File: config.mk
export PLATFORM = sky130hd
export DESIGN_NAME = target_placer
export DESIGN_NICKNAME = d
export VERILOG_FILES = /design/src/game_rng_pkg.sv /design/src/game_geom_pkg.sv /design/src/target_placer.sv /design/src/target_keeper.sv /design/src/hit_detector.sv /design/src/candidate_gen.sv
export SDC_FILE = /design/constraint.sdc
export NUM_CORES = 1
export LEC_CHECK = 0
export BUFFER_PORTS_ARGS = -buffer_cell sky130_fd_sc_hd__buf_4
export CAP_MARGIN = 5
export CORE_MARGIN = 3
export CORE_UTILIZATION = 35
export CTS_BUF_LIST = sky130_fd_sc_hd__clkbuf_4
export DETAILED_ROUTE_END_ITERATION = 6
export PLACE_DENSITY = 0.65
export SETUP_SLACK_MARGIN = 0.15
export SLEW_MARGIN = 10
export SYNTH_ARGS = -nofsm -noshare
export SYNTH_HDL_FRONTEND = slang
export SYNTH_HIERARCHICAL = 1
export SYNTH_SLANG_ARGS = --single-unit
File: constraint.sdc
create_clock -name clk -period 2.8 [get_ports clk]
set_input_delay 0.42 -clock clk [delete_from_list [all_inputs] [get_ports clk]]
set_output_delay 0.42 -clock clk [all_outputs]
set_load 0.02 [all_outputs]
File: src/game_rng_pkg.sv
package game_rng_pkg;

    // State of the candidate generator
    typedef logic [15:0] lfsr_t;

    // Polynomial x^16 + x^14 + x^13 + x^11 + 1
    // Bit n of the mask taps state bit n, so x^k maps to bit k-1
    localparam lfsr_t LFSR_TAPS = 16'hB400;

    // Any nonzero value works, zero would lock the register
    localparam lfsr_t LFSR_SEED_DEFAULT = 16'hACE1;

    // Maximal length sequence, the state repeats after 65535 steps
    // so every usable position comes up again sooner or later
    // X takes state bits 9 to 0, Y takes state bits 8 to 0

endpackage

File: src/game_geom_pkg.sv
package game_geom_pkg;

    // Screen coordinates, origin top left
    typedef logic [9:0] xpos_t;
    typedef logic [8:0] ypos_t;

    typedef logic [7:0] score_t;  // Wraps after 255 hits

    localparam int FIELD_W = 640;  // Usable X range is 0 to 639
    localparam int FIELD_H = 480;  // Usable Y range is 0 to 479

    localparam int TERRAIN_N = 6;

    // Obstacle rectangles, lower bounds inside and upper bounds outside
    // Entries 0 to 3 are the corner blocks
    // Entry 4 is the centre pillar, entry 5 the wall along the top edge
    localparam xpos_t TERRAIN_X1 [TERRAIN_N] = '{
        10'd64,  10'd480,
        10'd64,  10'd480,
        10'd288, 10'd240
    };

    localparam xpos_t TERRAIN_X2 [TERRAIN_N] = '{
        10'd160, 10'd576,
        10'd160, 10'd576,
        10'd352, 10'd400
    };

    localparam ypos_t TERRAIN_Y1 [TERRAIN_N] = '{
        9'd64,   9'd64,
        9'd352,  9'd352,
        9'd192,  9'd16
    };

    localparam ypos_t TERRAIN_Y2 [TERRAIN_N] = '{
        9'd128,  9'd128,
        9'd416,  9'd416,
        9'd288,  9'd48
    };

    // The top wall is thin on purpose, targets may sit right below it
    // at Y 48, which is outside the rectangle

endpackage
File: src/target_placer.sv
module target_placer #(
    parameter game_rng_pkg::lfsr_t  SEED    = game_rng_pkg::LFSR_SEED_DEFAULT,
    parameter game_geom_pkg::xpos_t START_X = 10'd320,
    parameter game_geom_pkg::ypos_t START_Y = 9'd400
) (
    input  logic                  clk,
    input  logic                  rst,
    // Player samples in
    input  logic                  player_valid,
    output logic                  player_ready,
    input  game_geom_pkg::xpos_t  player_xpos,
    input  game_geom_pkg::ypos_t  player_ypos,
    // New target announcements out
    output logic                  target_valid,
    input  logic                  target_ready,
    output game_geom_pkg::xpos_t  target_xpos,
    output game_geom_pkg::ypos_t  target_ypos,
    output game_geom_pkg::score_t score
);

    import game_geom_pkg::*;

    xpos_t cand_xpos;
    ypos_t cand_ypos;
    logic  cand_ok;
    logic  res_valid;
    logic  res_hit;
    logic  res_ready;

    candidate_gen #(
        .SEED(SEED)
    ) i_candidate_gen (
        .clk       (clk),
        .rst       (rst),
        .cand_xpos (cand_xpos),
        .cand_ypos (cand_ypos),
        .cand_ok   (cand_ok)
    );

    // Target outputs double as the compare value for the detector
    hit_detector i_hit_detector (
        .clk          (clk),
        .rst          (rst),
        .player_valid (player_valid),
        .player_ready (player_ready),
        .player_xpos  (player_xpos),
        .player_ypos  (player_ypos),
        .cur_xpos     (target_xpos),
        .cur_ypos     (target_ypos),
        .res_valid    (res_valid),
        .res_hit      (res_hit),
        .res_ready    (res_ready)
    );

    target_keeper #(
        .START_X(START_X),
        .START_Y(START_Y)
    ) i_target_keeper (
        .clk          (clk),
        .rst          (rst),
        .cand_xpos    (cand_xpos),
        .cand_ypos    (cand_ypos),
        .cand_ok      (cand_ok),
        .res_valid    (res_valid),
        .res_hit      (res_hit),
        .res_ready    (res_ready),
        .cur_xpos     (target_xpos),
        .cur_ypos     (target_ypos),
        .target_valid (target_valid),
        .target_ready (target_ready),
        .score        (score)
    );

endmodule

File: src/target_keeper.sv
module target_keeper #(
    parameter game_geom_pkg::xpos_t START_X = 10'd320,
    parameter game_geom_pkg::ypos_t START_Y = 9'd400
) (
    input  logic                  clk,
    input  logic                  rst,
    input  game_geom_pkg::xpos_t  cand_xpos,
    input  game_geom_pkg::ypos_t  cand_ypos,
    input  logic                  cand_ok,
    input  logic                  res_valid,
    input  logic                  res_hit,
    output logic                  res_ready,
    output game_geom_pkg::xpos_t  cur_xpos,
    output game_geom_pkg::ypos_t  cur_ypos,
    output logic                  target_valid,
    input  logic                  target_ready,
    output game_geom_pkg::score_t score
);

    import game_geom_pkg::*;

    xpos_t  tgt_xpos;
    ypos_t  tgt_ypos;
    score_t hits;
    logic   ann_valid;
    logic   cand_new;
    logic   cand_use;
    logic   relocate;

    // Candidate must move the target somewhere else
    assign cand_new = (cand_xpos != tgt_xpos) || (cand_ypos != tgt_ypos);
    assign cand_use = cand_ok && cand_new;

    // Nothing is consumed while an announcement is still pending
    // A miss goes at once, a hit waits for a fresh usable candidate
    assign res_ready = !ann_valid && (!res_hit || cand_use);

    assign relocate = res_valid && res_hit && res_ready;

    always_ff @(posedge clk or posedge rst) begin
        if (rst) begin
            tgt_xpos <= START_X;
            tgt_ypos <= START_Y;
            hits     <= '0;
        end else if (relocate) begin
            tgt_xpos <= cand_xpos;
            tgt_ypos <= cand_ypos;
            hits     <= hits + 8'd1;  // Wraps at 256
        end
    end

    // One announcement per relocation
    always_ff @(posedge clk or posedge rst) begin
        if (rst) begin
            ann_valid <= 1'b0;
        end else if (relocate) begin
            ann_valid <= 1'b1;
        end else if (target_ready) begin
            ann_valid <= 1'b0;  // Accepted, or was already low
        end
    end

    // Relocate only happens with ann_valid low, so the two branches
    // above never compete for the same edge

    assign cur_xpos     = tgt_xpos;
    assign cur_ypos     = tgt_ypos;
    assign score        = hits;
    assign target_valid = ann_valid;

endmodule

File: src/hit_detector.sv
module hit_detector (
    input  logic                 clk,
    input  logic                 rst,
    input  logic                 player_valid,
    output logic                 player_ready,
    input  game_geom_pkg::xpos_t player_xpos,
    input  game_geom_pkg::ypos_t player_ypos,
    input  game_geom_pkg::xpos_t cur_xpos,
    input  game_geom_pkg::ypos_t cur_ypos,
    output logic                 res_valid,
    output logic                 res_hit,
    input  logic                 res_ready
);

    import game_geom_pkg::*;

    logic  held_valid;
    xpos_t held_xpos;
    ypos_t held_ypos;
    logic  take;

    // Free slot, or the held result leaves on this edge
    assign player_ready = !held_valid || res_ready;
    assign take         = player_valid && player_ready;

    always_ff @(posedge clk or posedge rst) begin
        if (rst) begin
            held_valid <= 1'b0;
        end else if (player_ready) begin
            held_valid <= player_valid;  // Refill or drain
        end
    end

    always_ff @(posedge clk) begin
        if (take) begin
            held_xpos <= player_xpos;
            held_ypos <= player_ypos;
        end
    end

    assign res_valid = held_valid;

    // Compared against the live target, not the one seen at acceptance
    // A sample stalled behind a relocation is judged on the new target
    assign res_hit = (held_xpos == cur_xpos) && (held_ypos == cur_ypos);

endmodule

File: src/candidate_gen.sv
module candidate_gen #(
    parameter game_rng_pkg::lfsr_t SEED = game_rng_pkg::LFSR_SEED_DEFAULT
) (
    input  logic                 clk,
    input  logic                 rst,
    output game_geom_pkg::xpos_t cand_xpos,
    output game_geom_pkg::ypos_t cand_ypos,
    output logic                 cand_ok
);

    import game_geom_pkg::*;
    import game_rng_pkg::*;

    lfsr_t state;
    logic  feedback;
    logic  in_field;
    logic  in_terrain;

    // Fibonacci form, XOR of all tapped bits enters at the bottom
    assign feedback = ^(state & LFSR_TAPS);

    always_ff @(posedge clk or posedge rst) begin
        if (rst) begin
            state <= SEED;
        end else begin
            state <= {state[14:0], feedback};  // Steps every cycle
        end
    end

    // Candidate slices overlap, Y shares the low bits with X
    assign cand_xpos = state[9:0];
    assign cand_ypos = state[8:0];

    // Upper part of both ranges falls off the playfield
    assign in_field = (cand_xpos < FIELD_W) && (cand_ypos < FIELD_H);

    always_comb begin
        in_terrain = 1'b0;
        for (int i = 0; i < TERRAIN_N; i++) begin
            if (cand_xpos >= TERRAIN_X1[i] && cand_xpos < TERRAIN_X2[i] &&
                cand_ypos >= TERRAIN_Y1[i] && cand_ypos < TERRAIN_Y2[i]) begin
                in_terrain = 1'b1;  // Inside obstacle i
            end
        end
    end

    // Rejected candidates are simply skipped, the keeper waits for the next one
    assign cand_ok = in_field && !in_terrain;

endmodule

==> impl_metrics.env <==
export IMPL_pin_count_of_the_biggest_net_entering_global_routing=20
export IMPL_ys_dominant_reg_cell="sky130_fd_sc_hd__dfrtp_1"
export IMPL_synthDominantCellAreaShare_pct=28.0
export IMPL_drc_errors=0
export IMPL_detail_route_antenna_nets=0
export IMPL_dieHeight_um=96.3
export IMPL_dr_total_vias=1607
export IMPL_design_core_area_um2=7810
export IMPL_worstSetupStartpointType="register"
export IMPL_power_density_cell_area_nw_per_um2=446
export IMPL_synth_enable_flop_cells=19
export IMPL_seq_area_frac_synth_pct=60.0
export IMPL_regToRegStartpoint="i_target_keeper/cur_ypos[4]"
export IMPL_mappedNetlistArea_um2=2860
export IMPL_total_track_usage_pct=12.6
export IMPL_p_total_mw=1.56
export IMPL_synthesis_yosys_warnings=6
export IMPL_cts_max_path_buffers=2
export IMPL_nNetsFinal=273
export IMPL_clock_tree_from_tritoncts="built"
export IMPL_initialDrtViolationCount=40
export IMPL_max_slew_worst_pin_slew_ns=0.592
export IMPL_clock_sink_count=64
export IMPL_fin_crit_ns=2.61
export IMPL_setup_tns_final_ns=0
export IMPL_finish_utilization_pct=44.9
export IMPL_grt_first_pass_wirelength_um=8420
export IMPL_dp_hpwl_um=3800
export IMPL_critical_path_cell_chain="buf_6 > xnor2_2 > nand4_1 > nor4_4 > nand2_1 > nand2_1 > a21oi_2 > nand2b_4 > buf_6"
export IMPL_timing_max_cap_violations=0
export IMPL_outcome="complete, no violations"
export IMPL_critPathRequiredTime_ns=2.38
export IMPL_crit_type="register to primary output"
export IMPL_diodes=0
export IMPL_antenna_violations_before_repair=0
export IMPL_firstDrtPassIters=4
export IMPL_drive_gt1_share_pct=50.0
export IMPL_nFillCells=715
export IMPL_initial_core_utilization_pct=36.6
export IMPL_peakVddDrop_v=0.000216
export IMPL_die_area_um2=9280
export IMPL_cp_max_stage_delay_ns=0.55
export IMPL_report_final_setup_viol=0
export IMPL_hold_path_class="primary input to register"
export IMPL_floorplan_die_width_um=96.3
export IMPL_worst_path_max_fanout=3
export IMPL_final_period_utilization_pct=93.3
export IMPL_io_pins=52
export IMPL_whs_path_depth=1
export IMPL_timing_fmax_mhz=383
export IMPL_skew_ns=0.0141
export IMPL_finalMaxSlewViolations=0
export IMPL_min_delay_worst_endpoint="i_hit_detector/held_ypos[2]"
export IMPL_clock_insertion_delay_worst_skew_ns=0.40
export IMPL_number_of_buffers_created_by_cts=9
export IMPL_synth_common_cells="32 x sky130_fd_sc_hd__dfrtp_1, 25 x sky130_fd_sc_hd__xor2_1, 23 x sky130_fd_sc_hd__xnor2_1, 19 x sky130_fd_sc_hd__buf_4, 19 x sky130_fd_sc_hd__edfxtp_1"
export IMPL_yosysMostFrequentCell="sky130_fd_sc_hd__dfrtp_1"
export IMPL_synthArstFlopShare_pct=70.3
export IMPL_cellLeakagePower_nw=1.64
export IMPL_syn_mean_instance_area_um2=14.9
export IMPL_grt_overflow_total=0
export IMPL_endpoint_kind="primary output"
export IMPL_synthesis_instances=192
export IMPL_mappedNetlistNets=216
export IMPL_synthTopCellsByArea="sky130_fd_sc_hd__dfrtp_1 28%, sky130_fd_sc_hd__edfxtp_1 20%, sky130_fd_sc_hd__dfstp_2 12%, sky130_fd_sc_hd__xor2_1 7.7%, sky130_fd_sc_hd__mux2_4 7.4%"
export IMPL_detail_route_vias_per_cell=4.51
export IMPL_critical_path_buf_inv_count=2
export IMPL_grt_setup_unrepaired="yes"
export IMPL_r2r_end="i_target_keeper/cur_ypos[5]"
export IMPL_synth_distinct_cells=30
export IMPL_cts_htree_levels=3
export IMPL_clock_root_buffer="sky130_fd_sc_hd__clkbuf_4"
export IMPL_grt_pass1_vias=1602
export IMPL_critPathTopFamily="simple AND/OR/NAND/NOR gates"
export IMPL_drt_wirelength_per_cell_um=14.7
export IMPL_path_depth=9
export IMPL_worst_case_register_to_register_setup_slack_ns=0.23
export IMPL_io_buffer_count=51
export IMPL_synth_seq_cells=64
export IMPL_clk_pin_slew_ns=0.11
export IMPL_min_delay_start="player_ypos[2]"
export IMPL_worst_endpoint_arrival_ns=2.19
export IMPL_yosys_area_top_type="sky130_fd_sc_hd__dfrtp_1"
export IMPL_critical_path_slowest_stage_cell="sky130_fd_sc_hd__dfstp_2"
export IMPL_gpl_congestion=0.775
export IMPL_core_rowCount=32
export IMPL_worstRegToRegCells=10
export IMPL_slew_limit_headroom_pct=60.5
export IMPL_synth_to_final_area_change_pct=22.8
export IMPL_drt_total_wl_um=5250
export IMPL_report_final_hold_viol_count=0
==> how the worst max path moves through the flow <==
stage | startpoint | to | slack [ns]
6_report | i_target_keeper/cur_ypos[4] | player_ready | 0.19
5_1_grt | i_target_keeper/cur_ypos[4] | player_ready | 0.02
4_1_cts | i_target_keeper/cur_ypos[4] | player_ready | 0.05
3_5_place_dp | i_target_keeper/cur_xpos[7] | i_target_keeper/cur_ypos[6] | 0.04
3_3_place_gp | i_target_keeper/cur_ypos[5] | i_target_keeper/cur_ypos[6] | 0.07
2_1_floorplan | i_candidate_gen/state[7] | i_hit_detector/held_xpos[0] | 0.32
==> report_power, final <==
group | switching (mW) | leakage, nW | total (mW) | internal, mW
Combinational | 0.0306 | 0.820 | 0.0603 | 0.0297
Clock | 0.327 | 0.0645 | 0.515 | 0.187
Sequential | 0.00678 | 0.760 | 0.989 | 0.982
Total | 0.365 | 1.64 | 1.56 | 1.20
==> state kept, by name, indices dropped and copies added (netlist names) <==
register / count
i_candidate_gen/state: 16
i_hit_detector/held_xpos: 10
i_target_keeper/cur_xpos: 10
i_hit_detector/held_ypos: 9
i_target_keeper/cur_ypos: 9
i_target_keeper/score: 8
i_hit_detector/res_valid: 1
i_target_keeper/target_valid: 1
==> repair_timing <==
action / CTS / global route
setup endpoints to repair: 24 / 26
pin swaps: 5 / 5
hold endpoints to repair: 1 / 0
hold buffers: 1 / 0
gates resized for setup: 5 / 8
buffers inserted: 2 / 7
==> cells by family (layout without fill, tap and decap cells) <==
logic type | after synthesis | after routing | share of synthesized area, %
buffers and inverters | 25 | 87 | 6.31
AND/OR/NAND/NOR | 29 | 29 | 7.23
multiplexers | 20 | 20 | 9.72
flip-flops | 64 | 64 | 60.0
adder cells (fa/ha/maj) | 1 | 1 | 0.438
AO/OA/AOI/OAI | 5 | 5 | 1.62
XOR/XNOR | 48 | 48 | 14.7
==> through the flow <==
| step | instance area [um2] | hold slack [ns] | std cells | worst slack (ns) |
|---|---|---|---|---|
| floorplan | 2860 | 0.149 | 192 | 0.319 |
| detailed placement | 3260 | 0.283 | 330 | 0.0365 |
| finish | 3510 | 0.186 | 356 | 0.186 |
| CTS | 3420 | 0.154 | 349 | 0.0488 |
| global placement | 3260 | 0.285 | 330 | 0.0743 |
| global route | 3510 | 0.138 | 356 | 0.0181 |
==> layout by cell type (no fill, tap or decap), drive strengths merged <==
master,instances
and3,2
a21oi,2
nand4,8
a21o,1
clkinvlp,1
nand3,2
dfstp,13
buf,66
inv,6
edfxtp,19
clkinv,3
ha,1
nor4,6
dfrtp,32
a221oi,1
xnor2,23
nand2b,2
mux2,20
and2,1
and4,2
dlygate4sd3,1
and3b,1
nor3,1
nor4b,1
a31o,1
clkbuf,10
xor2,25
nand2,3
==> final cells by class <==
cell class	count	area [um2]	area share, %
tap	102	128	3.64
sequential	64	1720	48.9
inverter	4	15.0	0.428
timing repair buffer	67	526	15.0
clock inverter	6	33.8	0.963
multi-input combinational	103	1010	28.9
clock buffer	10	75.1	2.14
==> per-layer routing <==
metal	wire length (um)	vias up	part of all wire (%)	track usage, %
li1	-	775	-	-
met1	2420	789	46	16.6
met2	2500	36	48	18.6
met3	242	7	4.6	4.07
met4	76	0	1.4	6.31
met5	0	-	0	0
(Power assumes the default switching activity.)
